## src/rtl/ipu_params.svh

```systemverilog
////////////////////////////////////////////////////////////////////////////
// IPU parameters
// Datapath and tag widths, consumer credits and SIMD lane count
////////////////////////////////////////////////////////////////////////////

`ifndef IPU_PARAMS_SVH
`define IPU_PARAMS_SVH

// Element datapath width
`define IPU_ELEN 32

// Transaction tag width
`define IPU_TAG_W 4

// Result credits granted after reset, at least 1
`define IPU_CREDITS 4

// Lanes 8_0, 8_1, 16 and 32
`define IPU_NUM_LANES 4

`endif
```

## src/rtl/ipu_pkg.sv

```systemverilog
////////////////////////////////////////////////////////////////////////////
// IPU package
// Opcodes, element widths, lane commands and payload types
////////////////////////////////////////////////////////////////////////////

`include "ipu_params.svh"

package ipu_pkg;

    typedef logic [`IPU_ELEN-1:0]  elen_t;
    typedef logic [`IPU_TAG_W-1:0] ipu_tag_t;

    // Lane payloads
    typedef logic [7:0]  lane8_t;
    typedef logic [15:0] lane16_t;
    typedef logic [31:0] lane32_t;

    typedef enum logic [3:0] {
        VADD, VSUB, VAND, VOR, VXOR, VMIN, VMAX, VMINU, VMAXU
    } op_e;

    typedef enum logic [1:0] {
        EW_8  = 2'd0,
        EW_16 = 2'd1,
        EW_32 = 2'd2
    } sew_e;

    // Signedness of min/max travels separately
    typedef enum logic [2:0] {
        LANE_ADD, LANE_SUB, LANE_AND, LANE_OR, LANE_XOR, LANE_MIN, LANE_MAX
    } lane_cmd_e;

endpackage

```

## src/rtl/spatz_ipu.sv

```systemverilog
////////////////////////////////////////////////////////////////////////////
// Integer processing unit
// Decode, four SIMD lanes and result collection, credit flow control
////////////////////////////////////////////////////////////////////////////

`timescale 1ns/1ps

`include "ipu_params.svh"

module spatz_ipu import ipu_pkg::*; (
    input  logic     clk_i,
    input  logic     rst_i,
    input  logic     op_valid_i,
    input  op_e      op_i,
    input  sew_e     sew_i,
    input  elen_t    op_s1_i,
    input  elen_t    op_s2_i,
    input  ipu_tag_t tag_i,
    input  logic     result_credit_i,
    output logic     op_ready_o,
    output logic     result_valid_o,
    output elen_t    result_o,
    output ipu_tag_t tag_o
);

    logic [`IPU_NUM_LANES-1:0] lane_valid;
    logic [`IPU_NUM_LANES-1:0] res_valid;
    lane_cmd_e                 lane_cmd;
    logic                      lane_signed;
    lane8_t                    a8_0, b8_0, a8_1, b8_1;
    lane16_t                   a16, b16;
    lane32_t                   a32, b32;
    lane8_t                    r8_0, r8_1;
    lane16_t                   r16;
    lane32_t                   r32;
    sew_e                      dec_sew;
    ipu_tag_t                  dec_tag;
    logic                      dec_valid;

    ipu_operand_decode i_decode (
        .clk_i          (clk_i),
        .rst_i          (rst_i),
        .op_valid_i     (op_valid_i),
        .op_i           (op_i),
        .sew_i          (sew_i),
        .op_s1_i        (op_s1_i),
        .op_s2_i        (op_s2_i),
        .tag_i          (tag_i),
        .result_credit_i(result_credit_i),
        .op_ready_o     (op_ready_o),
        .lane_valid_o   (lane_valid),
        .lane_cmd_o     (lane_cmd),
        .lane_signed_o  (lane_signed),
        .a8_0_o         (a8_0),
        .b8_0_o         (b8_0),
        .a8_1_o         (a8_1),
        .b8_1_o         (b8_1),
        .a16_o          (a16),
        .b16_o          (b16),
        .a32_o          (a32),
        .b32_o          (b32),
        .sew_o          (dec_sew),
        .tag_o          (dec_tag),
        .valid_o        (dec_valid)
    );

    ////////////////////////////////////////////////////////////////////////////
    // SIMD lanes
    ////////////////////////////////////////////////////////////////////////////

    ipu_simd_lane #(.lane_t(lane8_t)) i_lane_8b_0 (
        .clk_i   (clk_i),
        .rst_i   (rst_i),
        .valid_i (lane_valid[0]),
        .cmd_i   (lane_cmd),
        .signed_i(lane_signed),
        .a_i     (a8_0),
        .b_i     (b8_0),
        .valid_o (res_valid[0]),
        .result_o(r8_0)
    );

    ipu_simd_lane #(.lane_t(lane8_t)) i_lane_8b_1 (
        .clk_i   (clk_i),
        .rst_i   (rst_i),
        .valid_i (lane_valid[1]),
        .cmd_i   (lane_cmd),
        .signed_i(lane_signed),
        .a_i     (a8_1),
        .b_i     (b8_1),
        .valid_o (res_valid[1]),
        .result_o(r8_1)
    );

    ipu_simd_lane #(.lane_t(lane16_t)) i_lane_16b (
        .clk_i   (clk_i),
        .rst_i   (rst_i),
        .valid_i (lane_valid[2]),
        .cmd_i   (lane_cmd),
        .signed_i(lane_signed),
        .a_i     (a16),
        .b_i     (b16),
        .valid_o (res_valid[2]),
        .result_o(r16)
    );

    ipu_simd_lane #(.lane_t(lane32_t)) i_lane_32b (
        .clk_i   (clk_i),
        .rst_i   (rst_i),
        .valid_i (lane_valid[3]),
        .cmd_i   (lane_cmd),
        .signed_i(lane_signed),
        .a_i     (a32),
        .b_i     (b32),
        .valid_o (res_valid[3]),
        .result_o(r32)
    );

    ipu_result_collect i_collect (
        .clk_i         (clk_i),
        .rst_i         (rst_i),
        .valid_i       (dec_valid),
        .sew_i         (dec_sew),
        .tag_i         (dec_tag),
        .r8_0_i        (r8_0),
        .r8_1_i        (r8_1),
        .r16_i         (r16),
        .r32_i         (r32),
        .lane_valid_i  (res_valid),
        .result_valid_o(result_valid_o),
        .result_o      (result_o),
        .tag_o         (tag_o)
    );

endmodule

```

## src/rtl/ipu_result_collect.sv

```systemverilog
////////////////////////////////////////////////////////////////////////////
// IPU result collector
// Holds element width and tag alongside the lanes, packs lane results
////////////////////////////////////////////////////////////////////////////

`timescale 1ns/1ps

`include "ipu_params.svh"

module ipu_result_collect import ipu_pkg::*; (
    input  logic                      clk_i,
    input  logic                      rst_i,
    input  logic                      valid_i,
    input  sew_e                      sew_i,
    input  ipu_tag_t                  tag_i,
    input  lane8_t                    r8_0_i,
    input  lane8_t                    r8_1_i,
    input  lane16_t                   r16_i,
    input  lane32_t                   r32_i,
    input  logic [`IPU_NUM_LANES-1:0] lane_valid_i,
    output logic                      result_valid_o,
    output elen_t                     result_o,
    output ipu_tag_t                  tag_o
);

    sew_e    sew_q;
    lane8_t  m8_0, m8_1;
    lane16_t m16;
    lane32_t m32;

    always_ff @(posedge clk_i) begin
        if (rst_i) begin
            result_valid_o <= 1'b0;
        end else begin
            result_valid_o <= valid_i;
        end
    end

    always_ff @(posedge clk_i) begin
        if (valid_i) begin
            sew_q <= sew_i;
            tag_o <= tag_i;
        end
    end

    // Idle lanes hold stale data
    assign m8_0 = lane_valid_i[0] ? r8_0_i : '0;
    assign m8_1 = lane_valid_i[1] ? r8_1_i : '0;
    assign m16  = lane_valid_i[2] ? r16_i  : '0;
    assign m32  = lane_valid_i[3] ? r32_i  : '0;

    always_comb begin
        case (sew_q)
            EW_8:    result_o = {m32[7:0], m16[7:0], m8_1, m8_0};
            EW_16:   result_o = {m32[15:0], m16};
            default: result_o = m32;
        endcase
    end

endmodule

```

## src/rtl/ipu_simd_lane.sv

```systemverilog
////////////////////////////////////////////////////////////////////////////
// IPU SIMD lane
// One registered integer ALU lane at the width of its payload type
////////////////////////////////////////////////////////////////////////////

`timescale 1ns/1ps

module ipu_simd_lane import ipu_pkg::*; #(
    parameter type lane_t = lane32_t
) (
    input  logic      clk_i,
    input  logic      rst_i,
    input  logic      valid_i,
    input  lane_cmd_e cmd_i,
    input  logic      signed_i,
    input  lane_t     a_i,
    input  lane_t     b_i,
    output logic      valid_o,
    output lane_t     result_o
);

    localparam int unsigned W = $bits(lane_t);

    lane_t a_cmp, b_cmp;
    logic  a_lt_b;
    lane_t res_d;

    // Flipping the sign bit turns a signed compare into an unsigned one
    assign a_cmp  = {a_i[W-1] ^ signed_i, a_i[W-2:0]};
    assign b_cmp  = {b_i[W-1] ^ signed_i, b_i[W-2:0]};
    assign a_lt_b = (a_cmp < b_cmp);

    always_comb begin
        case (cmd_i)
            LANE_SUB: res_d = a_i - b_i;
            LANE_AND: res_d = a_i & b_i;
            LANE_OR:  res_d = a_i | b_i;
            LANE_XOR: res_d = a_i ^ b_i;
            LANE_MIN: res_d = a_lt_b ? a_i : b_i;
            LANE_MAX: res_d = a_lt_b ? b_i : a_i;
            default:  res_d = a_i + b_i;
        endcase
    end

    always_ff @(posedge clk_i) begin
        if (rst_i) begin
            valid_o <= 1'b0;
        end else begin
            valid_o <= valid_i;
        end
    end

    // Result only moves when the lane is in use
    always_ff @(posedge clk_i) begin
        if (valid_i) begin
            result_o <= res_d;
        end
    end

endmodule

```

## src/rtl/ipu_operand_decode.sv

```systemverilog
////////////////////////////////////////////////////////////////////////////
// IPU operand decode
// Credit counter, opcode translation and operand distribution into
// registered SIMD lane inputs
////////////////////////////////////////////////////////////////////////////

`timescale 1ns/1ps

`include "ipu_params.svh"

module ipu_operand_decode import ipu_pkg::*; (
    input  logic                      clk_i,
    input  logic                      rst_i,
    input  logic                      op_valid_i,
    input  op_e                       op_i,
    input  sew_e                      sew_i,
    input  elen_t                     op_s1_i,
    input  elen_t                     op_s2_i,
    input  ipu_tag_t                  tag_i,
    input  logic                      result_credit_i,
    output logic                      op_ready_o,
    output logic [`IPU_NUM_LANES-1:0] lane_valid_o,
    output lane_cmd_e                 lane_cmd_o,
    output logic                      lane_signed_o,
    output lane8_t                    a8_0_o,
    output lane8_t                    b8_0_o,
    output lane8_t                    a8_1_o,
    output lane8_t                    b8_1_o,
    output lane16_t                   a16_o,
    output lane16_t                   b16_o,
    output lane32_t                   a32_o,
    output lane32_t                   b32_o,
    output sew_e                      sew_o,
    output ipu_tag_t                  tag_o,
    output logic                      valid_o
);

    localparam int unsigned CRED_W = $clog2(`IPU_CREDITS + 1);

    logic [CRED_W-1:0]         credits_q;
    logic                      accept;
    lane_cmd_e                 cmd;
    logic                      is_signed;
    lane16_t                   a16_d, b16_d;
    lane32_t                   a32_d, b32_d;
    logic [`IPU_NUM_LANES-1:0] lane_valid_d;

    ////////////////////////////////////////////////////////////////////////////
    // Credits
    ////////////////////////////////////////////////////////////////////////////

    assign op_ready_o = (credits_q != '0);
    assign accept     = op_valid_i && op_ready_o;

    // Spend and return in the same cycle cancel
    always_ff @(posedge clk_i) begin
        if (rst_i) begin
            credits_q <= CRED_W'(`IPU_CREDITS);
        end else if (accept && !result_credit_i) begin
            credits_q <= credits_q - 1'b1;
        end else if (!accept && result_credit_i) begin
            credits_q <= credits_q + 1'b1;
        end
    end

    ////////////////////////////////////////////////////////////////////////////
    // Opcode and distribution
    ////////////////////////////////////////////////////////////////////////////

    always_comb begin
        is_signed = 1'b0;
        case (op_i)
            VSUB:    cmd = LANE_SUB;
            VAND:    cmd = LANE_AND;
            VOR:     cmd = LANE_OR;
            VXOR:    cmd = LANE_XOR;
            VMINU:   cmd = LANE_MIN;
            VMAXU:   cmd = LANE_MAX;
            VMIN: begin
                cmd       = LANE_MIN;
                is_signed = 1'b1;
            end
            VMAX: begin
                cmd       = LANE_MAX;
                is_signed = 1'b1;
            end
            default: cmd = LANE_ADD;
        endcase
    end

    // Upper elements widen into the bigger lanes
    always_comb begin
        case (sew_i)
            EW_8: begin
                a16_d        = {{8{is_signed & op_s1_i[23]}}, op_s1_i[23:16]};
                b16_d        = {{8{is_signed & op_s2_i[23]}}, op_s2_i[23:16]};
                a32_d        = {{24{is_signed & op_s1_i[31]}}, op_s1_i[31:24]};
                b32_d        = {{24{is_signed & op_s2_i[31]}}, op_s2_i[31:24]};
                lane_valid_d = 4'b1111;
            end
            EW_16: begin
                a16_d        = op_s1_i[15:0];
                b16_d        = op_s2_i[15:0];
                a32_d        = {{16{is_signed & op_s1_i[31]}}, op_s1_i[31:16]};
                b32_d        = {{16{is_signed & op_s2_i[31]}}, op_s2_i[31:16]};
                lane_valid_d = 4'b1100;
            end
            default: begin
                a16_d        = op_s1_i[15:0];
                b16_d        = op_s2_i[15:0];
                a32_d        = op_s1_i;
                b32_d        = op_s2_i;
                lane_valid_d = 4'b1000;
            end
        endcase
    end

    always_ff @(posedge clk_i) begin
        if (rst_i) begin
            valid_o      <= 1'b0;
            lane_valid_o <= '0;
        end else begin
            valid_o      <= accept;
            lane_valid_o <= accept ? lane_valid_d : '0;
        end
    end

    always_ff @(posedge clk_i) begin
        if (accept) begin
            lane_cmd_o    <= cmd;
            lane_signed_o <= is_signed;
            a8_0_o        <= op_s1_i[7:0];
            b8_0_o        <= op_s2_i[7:0];
            a8_1_o        <= op_s1_i[15:8];
            b8_1_o        <= op_s2_i[15:8];
            a16_o         <= a16_d;
            b16_o         <= b16_d;
            a32_o         <= a32_d;
            b32_o         <= b32_d;
            sew_o         <= sew_i;
            tag_o         <= tag_i;
        end
    end

endmodule

```

## config.mk

```make
export PLATFORM = sky130hd
export DESIGN_NAME = spatz_ipu
export DESIGN_NICKNAME = d
export VERILOG_FILES = /design/src/rtl/ipu_pkg.sv /design/src/rtl/spatz_ipu.sv /design/src/rtl/ipu_result_collect.sv /design/src/rtl/ipu_simd_lane.sv /design/src/rtl/ipu_operand_decode.sv
export VERILOG_INCLUDE_DIRS = /design/src /design/src/rtl
export SDC_FILE = /design/constraint.sdc
export NUM_CORES = 1
export LEC_CHECK = 0
export BUFFER_PORTS_ARGS = -buffer_cell sky130_fd_sc_hd__buf_2
export CORE_MARGIN = 2
export CORE_UTILIZATION = 25
export CTS_CLUSTER_DIAMETER = 200
export DETAILED_ROUTE_END_ITERATION = 6
export PLACE_DENSITY = 0.48
export SLEW_MARGIN = 10
export SYNTH_ARGS = -nofsm -noshare
export SYNTH_HDL_FRONTEND = slang
export SYNTH_SLANG_ARGS = --single-unit
export TNS_END_PERCENT = 20
```

## constraint.sdc

```tcl
create_clock -name clk_i -period 6.7 [get_ports clk_i]
set_input_delay 0.335 -clock clk_i [delete_from_list [all_inputs] [get_ports clk_i]]
set_output_delay 0.335 -clock clk_i [all_outputs]
set_load 0.05 [all_outputs]
```

==> qor_table.md, run 1 <==
| Stage | Metric | Value |
|:---|:---|:---|
| run status | Result of the run | complete, no violations |
| timing | Max-slew headroom at the worst pin | 0.188 |
| global route | Via count of the first global-routing pass | 15,300 |
| timing | Share of the cycle needed by the critical path after routing | 0.705 |
| critical path | Bufs and invs on worst path | 1 |
| global route | Total Routing Usage GR | 0.182 |
| clocking | Number of buffers on the longest clock path | 3 |
| critical path | Number of cells traversed by the worst register-to-register path | 14 |
| synthesis | Flip-flop and latch count after synthesis | 219 |
| min path | Hold path startpoint | op_s1_i[2] |
| routing | Number of remaining DRC errors | 0 |
| synthesis | Post-synth ARST share | 0 |
| routing | Mean number of vias per cell | 5.28 |
| critical path | Logic depth of the worst path, buffers included | 14 |
| final layout | Relative area change from synthesis to final layout | 14.3% |
| placed design | Number of buffers inserted by port buffering | 115 |
| timing | Post-route clock skew | 0.0443 ns |
| synthesis | Mapped Cells | 1,947 |
| floorplanning | Initial standard-cell utilization of the core | 0.254 |
| floorplanning | Rows | 99 |
| synthesis | Post-synth top area share | 0.336 |
| clocking | Number of gates resized after cts | 0 |
| synthesis | Number of synthesis warnings | 0 |
| clocking | Clock latency of the later-clocked register in the worst-skew pair | 0.60 ns |
| timing | Slew Viols, Final | 0 |
| placed design | Routability congestion estimate | 0.894 |
| synthesis | Synth Flop Type | sky130_fd_sc_hd__edfxtp_1 |
| floorplanning | Standard cell core area | 73,200 µm² |
| clocking | Clock buffer count from CTS | 28 |
| timing | Clock period minus final worst setup slack | 4.72 ns |
| critical path | Worst path cell trace | nor2_1 -> nand2_1 -> o21ai_0 -> inv_1 -> ha_1 -> nor2b_1 -> o2111ai_1 -> a311oi_1 -> o21ai_0 -> nand3_1 -> a31oi_1 -> o21ai_1 -> a2111oi_0 -> a211oi_1 |
| timing | Worst hold slack | 0.00961 ns |
| placed design | Detailed-placement wirelength estimate | 54,600 µm |
| critical path | Worst Setup Path Type | register to register |
| min path | Destination of the worst hold path | i_decode.a8_0_o[2] |
| global route | Global route overflow | 0 |
| critical path | Arr. time, crit path | 5.02 ns |
| critical path | Category of the worst setup path capture point | register |
| critical path | Critical R2R Capture | i_lane_32b.result_o[27] |
| critical path | Startpoint of the worst-slack reg-to-reg timing path | i_decode.lane_cmd_o[1] |
| synthesis | Synthesized Nets | 2,279 |
| synthesis | Post-synth design cell area | 18,600 µm² |
| global route | Wire length of the first global-routing pass | 105,000 µm |
| final layout | Net count, final | 2,365 |
| floorplanning | Io pins | 116 |
| critical path | Register-to-register path setup slack | 1.98 ns |
| timing | RSZ-0062 raised after global routing | false |
| floorplanning | Die span in y | 277 µm |
| timing | Maximum achievable frequency | 212 MHz |
| timing | Setup TNS | 0 ns |
| clocking | CTS tree | built |
| critical path | Slowest CP cell | sky130_fd_sc_hd__nand2_1 |
| synthesis | Number of enable flip-flop cells after synthesis | 208 |
| synthesis | Share of the yosys chip area belonging to registers | 0.348 |
| power and ir drop | IR Drop Worst-Case VDD | 196 µV |
| power and ir drop | Cell area power density | 265 nW/µm² |
| clocking | Root buffer cell | sky130_fd_sc_hd__clkbuf_16 |
| min path | WHS Path Cells | 1 |
| floorplanning | Die W | 277 µm |
| routing | Post-DR wirelength/cell | 24.0 µm |
| critical path | Most used cell along the critical path | sky130_fd_sc_hd__o21ai_0 |
| floorplanning | Die area | 76,500 µm² |
| synthesis | Post-Synthesis Mean Instance Area | 9.54 µm² |
| timing | Count of endpoints failing setup in the final report | 0 |
| critical path | Peak per-stage delay on the critical path | 0.55 ns |
| min path | Path category of the worst min-delay check | input port to register |
| critical path | Worst-path maximum fanout | 19 |
| synthesis | Top cells by area in the synthesized netlist | sky130_fd_sc_hd__edfxtp_1 (34%), sky130_fd_sc_hd__ha_1 (17%), sky130_fd_sc_hd__nand2_1 (4.3%) |
| clocking | Clk slew on worst S/H paths | 0.07 ns |
| timing | Slew of the pin with the lowest slew margin | 1.19 ns |
| clocking | Number of levels in the clock H-tree | 1 |
| routing | Antenna Nets Post-Route | 0 |
| synthesis | Number of distinct standard cells referenced by the synthesized netlist | 74 |
| clocking | Total number of clock tree sinks | 219 |
| critical path | Kind of cell adding the most delay to the critical path | compound AO/OA/AOI/OAI gates |
| power and ir drop | Static leakage | 9.13 nW |
| routing | Total iterations of the first detailed-routing run | 6 |
| synthesis | Leading area contributor after synthesis | sky130_fd_sc_hd__edfxtp_1 |
| routing | Total Wirelength | 72,500 µm |
| critical path | Data required time at the worst endpoint | 7.00 ns |
| global route | Maximum number of pins on one net before global-route repair | 79 |
| critical path | Kind of start point of the critical path | register |
| final layout | Ratio of cells with drive above 1 in the final layout | 0.121 |
| routing | Via count | 15,900 |
| routing | Number of DRC violations after detailed-routing iteration 0 | 1,427 |
| timing | Total count of hold-check failures in the final report | 0 |
| job | Max capacitance violation total | 0 |
| global route | Antenna violations before repair | 3 |
-- where the power goes --
group	internal (W)	total, W	switching, W
sequential	0.00172	0.00194	0.000220
combinational	0.000787	0.00210	0.00132
clock	0.000896	0.00158	0.000684
total	0.00340	0.00562	0.00222
-- cells in the mapped netlist, drive strengths merged, types with 5 or more instances --
cell	n
clkbuf	80
ha	249
dfxtp	11
o21ai	86
a32oi	5
edfxtp	208
a211oi	5
or4	6
mux2i	31
inv	190
nor4b	5
a21oi	116
and3	7
a21o	38
nor2b	60
o21a	7
and2	15
xnor2	85
a22o	8
nand3	17
or3	14
a221oi	56
o21bai	9
nand2b	14
o211ai	6
buf	17
a222oi	16
o31ai	15
a31oi	14
o22ai	18
nand2	215
a22oi	64
nor3	23
o221ai	48
fa	5
nor4	12
xor2	21
a221o	20
nor2	84
-- metal layers --
metal / track usage / share of wire / up-vias
li1: - / - / 7333
met1: 0.260 / 0.47 / 7759
met2: 0.258 / 0.40 / 705
met3: 0.0558 / 0.093 / 133
met4: 0.0633 / 0.037 / 2
met5: 0 / 0.00017 / -
-- sequential cells by signal (all words and copies together), names as in the netlist, 16 cells and up --
register,cells
i_decode.b32_o,32
i_decode.b16_o,16
i_decode.a16_o,16
i_decode.a32_o,32
i_lane_32b.result_o,32
i_lane_16b.result_o,16
-- worst max path at each step --
stage | slack, ns | startpoint | end
2_1_floorplan | 1.23 | i_decode.credits_q[0] | i_decode.credits_q[2]
3_3_place_gp | 2.06 | i_decode.b32_o[9] | i_lane_32b.result_o[27]
3_5_place_dp | 2.10 | i_decode.lane_cmd_o[1] | i_lane_32b.result_o[27]
4_1_cts | 2.06 | i_decode.lane_cmd_o[1] | i_lane_32b.result_o[27]
5_1_grt | 1.63 | i_decode.lane_cmd_o[1] | i_lane_32b.result_o[27]
6_report | 1.98 | i_decode.lane_cmd_o[1] | i_lane_32b.result_o[27]
-- final cells by class --
cell class              count  area (µm²)
diodes                      1        2.50
repair buffers            153         896
flip-flops and latches    219        6470
inverters                 190         718
fillers                  7674       52000
multi-input cells        1441       11000
clock buffers              28         701
clock inverters            24         248
well taps                 959        1200
-- metrics by stage --
stage	cells	utilization	area, µm²	total power [W]	setup WS [ns]
2_1_floorplan	1947	-	18600	0.00331	1.23
3_3_place_gp	2948	0.275	20100	0.00399	2.06
3_5_place_dp	2948	0.275	20100	0.00401	2.10
4_1_cts	3014	0.290	21200	0.00560	2.06
5_1_grt	3014	0.290	21200	0.00591	1.63
6_report	3015	0.290	21200	0.00562	1.98
-- cell families after synthesis --
family | Yosys count | share of synthesized area
buffers and inverters | 287 | 0.0613
xor gates and xnor gates | 106 | 0.0500
DFF | 219 | 0.348
and+or+nand+nor | 488 | 0.125
adders and majority gates | 254 | 0.173
AOI/OAI and AO/OA | 561 | 0.223
muxes | 32 | 0.0191
-- cell usage in the layout (no fill, tap or decap), types with 15 or more instances in the layout --
master	instances
sky130_fd_sc_hd__ha_1	249
sky130_fd_sc_hd__nand2_1	215
sky130_fd_sc_hd__edfxtp_1	208
sky130_fd_sc_hd__inv_1	187
sky130_fd_sc_hd__buf_2	115
sky130_fd_sc_hd__a21oi_1	105
sky130_fd_sc_hd__xnor2_1	85
sky130_fd_sc_hd__nor2_1	82
sky130_fd_sc_hd__o21ai_0	72
sky130_fd_sc_hd__a22oi_1	64
sky130_fd_sc_hd__nor2b_1	60
sky130_fd_sc_hd__o221ai_1	48
sky130_fd_sc_hd__a21o_1	38
sky130_fd_sc_hd__a221oi_1	31
sky130_fd_sc_hd__clkbuf_16	28
sky130_fd_sc_hd__mux2i_1	27
sky130_fd_sc_hd__a221oi_2	25
sky130_fd_sc_hd__buf_4	24
sky130_fd_sc_hd__nor3_1	23
sky130_fd_sc_hd__xor2_1	21
sky130_fd_sc_hd__a221o_1	20
sky130_fd_sc_hd__o22ai_1	18
sky130_fd_sc_hd__nand3_1	17
sky130_fd_sc_hd__a222oi_1	16
sky130_fd_sc_hd__and2_1	15
sky130_fd_sc_hd__o31ai_1	15
-- timing repair --
action,4_1_cts,5_1_grt
hold buffers,14,0
buffers inserted,0,0
hold endpoints to repair,14,0
No activity file was read; power rests on OpenSTA's default activity.
==> run 2: changes to the inputs <==
==> constraint.sdc (replaced) <==
create_clock -name clk_i -period 4.4 [get_ports clk_i]
set_input_delay 0.22 -clock clk_i [delete_from_list [all_inputs] [get_ports clk_i]]
set_output_delay 0.22 -clock clk_i [all_outputs]
set_load 0.05 [all_outputs]
==> run 2 against run 1 <==
  * Maximum frequency grew 14%
  * First-iteration DRC count grew 1.3%
  * Critical endpoint unchanged
  * Highest routed layer unchanged
  * Routed wire length shrank 1.1%
  * Combinational power grew 60%
  * Sequential power grew 51%
  * Design area grew 3.6%
  * Cell count grew 2.7%
  * Flip-flop and latch count is the same
  * Clock skew grew 0.0075 ns
  * Worst setup slack lost 1.7 ns
==> qor_table.md, run 2 (same netlist as run 1, synthesis figures left out) <==
| Stage | Metric | Value | Delta |
|:---|:---|:---|:---|
| placed design | Number of buffers inserted by port buffering | 115 | unchanged |
| routing | Total Wirelength | 71,700 µm | -1.1% |
| floorplanning | Initial standard-cell utilization of the core | 0.254 | unchanged |
| floorplanning | Rows | 99 | unchanged |
| clocking | CTS tree | built |  |
| final layout | Total area of sequential cells | 6470 µm² | unchanged |
| critical path | Worst Setup Path Type | register to register |  |
| routing | Total iterations of the first detailed-routing run | 6 | unchanged |
| timing | Count of endpoints failing setup in the final report | 0 | unchanged |
| clocking | Root buffer cell | sky130_fd_sc_hd__clkbuf_16 |  |
| routing | Number of DRC violations after detailed-routing iteration 0 | 1,446 | +1.3% |
| power and ir drop | Total design power | 0.00861 W | +53% |
| timing | Setup TNS | 0 ns | unchanged |
| job | Max capacitance violation total | 0 | unchanged |
| routing | Mean number of vias per cell | 5.21 | -1.4% |
| clocking | Number of buffers on the longest clock path | 3 | unchanged |
| timing | Post-route clock skew | 0.0518 ns | +0.00751 ns |
| timing | Clock period minus final worst setup slack | 4.16 ns | -0.565 ns |
| timing | Maximum achievable frequency | 240 MHz | +14% |
| placed design | Detailed-placement wirelength estimate | 55,400 µm | +1.4% |
| global route | Maximum number of pins on one net before global-route repair | 139 | +76% |
| critical path | Bufs and invs on worst path | 0 | -1 |
| routing | Via count | 16,100 | +1.2% |
| timing | Slew of the pin with the lowest slew margin | 1.12 ns | -0.0724 ns |
| final layout | Net count, final | 2,447 | +3.5% |
| placed design | Routability congestion estimate | 0.893 | about the same |
| global route | Total Routing Usage GR | 0.182 | -0.000277 |
| critical path | Slowest CP cell | sky130_fd_sc_hd__or4_4 |  |
| critical path | Worst-path maximum fanout | 8 | -11 |
| routing | Post-DR wirelength/cell | 23.2 µm | -3.6% |
| critical path | Peak per-stage delay on the critical path | 0.61 ns | +0.06 ns |
| global route | Global route overflow | 0 | unchanged |
| critical path | Category of the worst setup path capture point | register |  |
| power and ir drop | Static leakage | 9.51 nW | +4.2% |
| floorplanning | Standard cell core area | 73,200 µm² | unchanged |
| final layout | Post-layout utilization of the core | 0.300 | +0.0105 |
| timing | Slew Viols, Final | 0 | unchanged |
| final layout | Commonest non-fill, non-tap cell in the layout | sky130_fd_sc_hd__ha_1 |  |
| final layout | Multi-input gate area | 11,000 µm² | +0.28% |
| critical path | Worst path cell trace | or4_4 -> nor4_4 -> and3_4 -> a31oi_1 -> xnor2_1 -> ha_2 -> nand3_1 -> or3_1 -> nor3_1 -> o21ai_0 -> nand3_1 -> a31oi_1 -> o21ai_1 -> a2111oi_1 -> a211oi_1 |  |
| clocking | Clk slew on worst S/H paths | 0.07 ns | about the same |
| critical path | Arr. time, crit path | 4.55 ns | -0.47 ns |
| floorplanning | Die area | 76,500 µm² | unchanged |
| final layout | Most used cells in the layout excluding fill and tap cells | sky130_fd_sc_hd__ha_1 (248), sky130_fd_sc_hd__nand2_1 (214), sky130_fd_sc_hd__edfxtp_1 (208), sky130_fd_sc_hd__inv_1 (187), sky130_fd_sc_hd__buf_2 (115) |  |
| routing | Antenna Nets Post-Route | 0 | unchanged |
| power and ir drop | Cell area power density | 391 nW/µm² | +48% |
| global route | Via count of the first global-routing pass | 15,400 | +0.44% |
| power and ir drop | IR Drop Worst-Case VDD | 323 µV | +64% |
| routing | Number of remaining DRC errors | 0 | unchanged |
| floorplanning | Die span in y | 277 µm | unchanged |
| final layout | Total of fill cells in the finished design | 7,583 | -1.2% |
| final layout | Ratio of cells with drive above 1 in the final layout | 0.136 | +0.0151 |
| timing | Share of the cycle needed by the critical path after routing | 0.945 | +0.240 |
| global route | Wire length of the first global-routing pass | 105,000 µm | +0.16% |
| critical path | Kind of cell adding the most delay to the critical path | simple AND/OR/NAND/NOR gates |  |
| floorplanning | Io pins | 116 | unchanged |
| floorplanning | Die W | 277 µm | unchanged |
| clocking | Clock latency of the later-clocked register in the worst-skew pair | 0.60 ns | about the same |
| clocking | Total number of clock tree sinks | 219 | unchanged |
| final layout | Largest registers | i_decode.a32_o: 32 flops, i_decode.b32_o: 32 flops, i_lane_32b.result_o: 32 flops |  |
| run status | Result of the run | complete, no violations |  |
| timing | Total count of hold-check failures in the final report | 0 | unchanged |
| critical path | Data required time at the worst endpoint | 4.79 ns | -2.21 ns |
| timing | Max-slew headroom at the worst pin | 0.249 | +0.0612 |
| final layout | Relative area change from synthesis to final layout | 18.4% |  |
| final layout | Diodes inserted | 0 | -1 |
| clocking | Number of levels in the clock H-tree | 1 | unchanged |
| clocking | Clock buffer count from CTS | 27 | -3.6% |
| global route | Antenna violations before repair | 4 | +1 |
| critical path | Kind of start point of the critical path | register |  |
| min path | Path category of the worst min-delay check | input port to register |  |
run 2: changes by cell type in the layout (fill, tap and decap cells not counted), moves of 2 or more:
cell,change
sky130_fd_sc_hd__clkinv_4,+2
sky130_fd_sc_hd__buf_4,+38
sky130_fd_sc_hd__clkbuf_1,+4
sky130_fd_sc_hd__buf_12,+4
sky130_fd_sc_hd__dlygate4sd3_1,+41
sky130_fd_sc_hd__inv_8,-2
sky130_fd_sc_hd__clkinv_2,-3
run 2: what timing repair did:
action                                 CTS  global route
endpoints found under the hold margin   93             0
setup endpoints to repair                0             4
hold buffers                            55             0
resized for setup                        0             5
buffers inserted                         0             0
run 2: worst paths after layout:
path                startpoint                 endpoint  slack [ns]  cells past startpoint
max          i_decode.b32_o[9]  i_lane_32b.result_o[27]        0.24                     15
min                    op_i[1]   i_decode.lane_cmd_o[1]        0.05                      3
max reg2reg  i_decode.b32_o[9]  i_lane_32b.result_o[27]        0.24                     15
min reg2reg  i_decode.sew_o[1]       i_collect.sew_q[1]        0.41                      0
run 2: per-layer routing:
metal / global-route usage / wire length [µm] / vias up
met4: 0.0546 / 2260 / 2
met2: 0.267 / 29400 / 733
met5: 0 / 24 / -
li1: - / - / 7515
met1: 0.274 / 34400 / 7770
met3: 0.0252 / 5600 / 104
run 2: report_power, final:
part / internal (W) / switching, W
Combinational: 0.00130 / 0.00205
Sequential: 0.00261 / 0.000308
Clock: 0.00134 / 0.000987
run 2: area by class of cell:
type | count | area share
Multi-Input combinational cell | 1441 | 0.501
Sequential cell | 219 | 0.294
Tap cell | 959 | 0.0546
Inverter | 190 | 0.0326
Clock inverter | 18 | 0.00967
Timing Repair Buffer | 236 | 0.0760
Clock buffer | 32 | 0.0320
run 2: stage by stage:
step                hold WS [ns]  cell area, µm²  setup WS (ns)  instances
floorplan                  0.319           18600         0.0101       1947
global placement           0.401           20500          0.222       2990
detailed placement         0.403           20500          0.257       2990
CTS                      0.00168           22000          0.191       3095
global route              0.0355           22000        -0.0385       3095
finish                    0.0539           22000          0.241       3095
run 2: tightest hold or removal path, delay by kind of cell:
kind | cells | cell delay, ns
buffers and inverters | 1 | 0.12
AND/OR/NAND/NOR | 1 | 0.06
AO/OA/AOI/OAI | 1 | 0.12
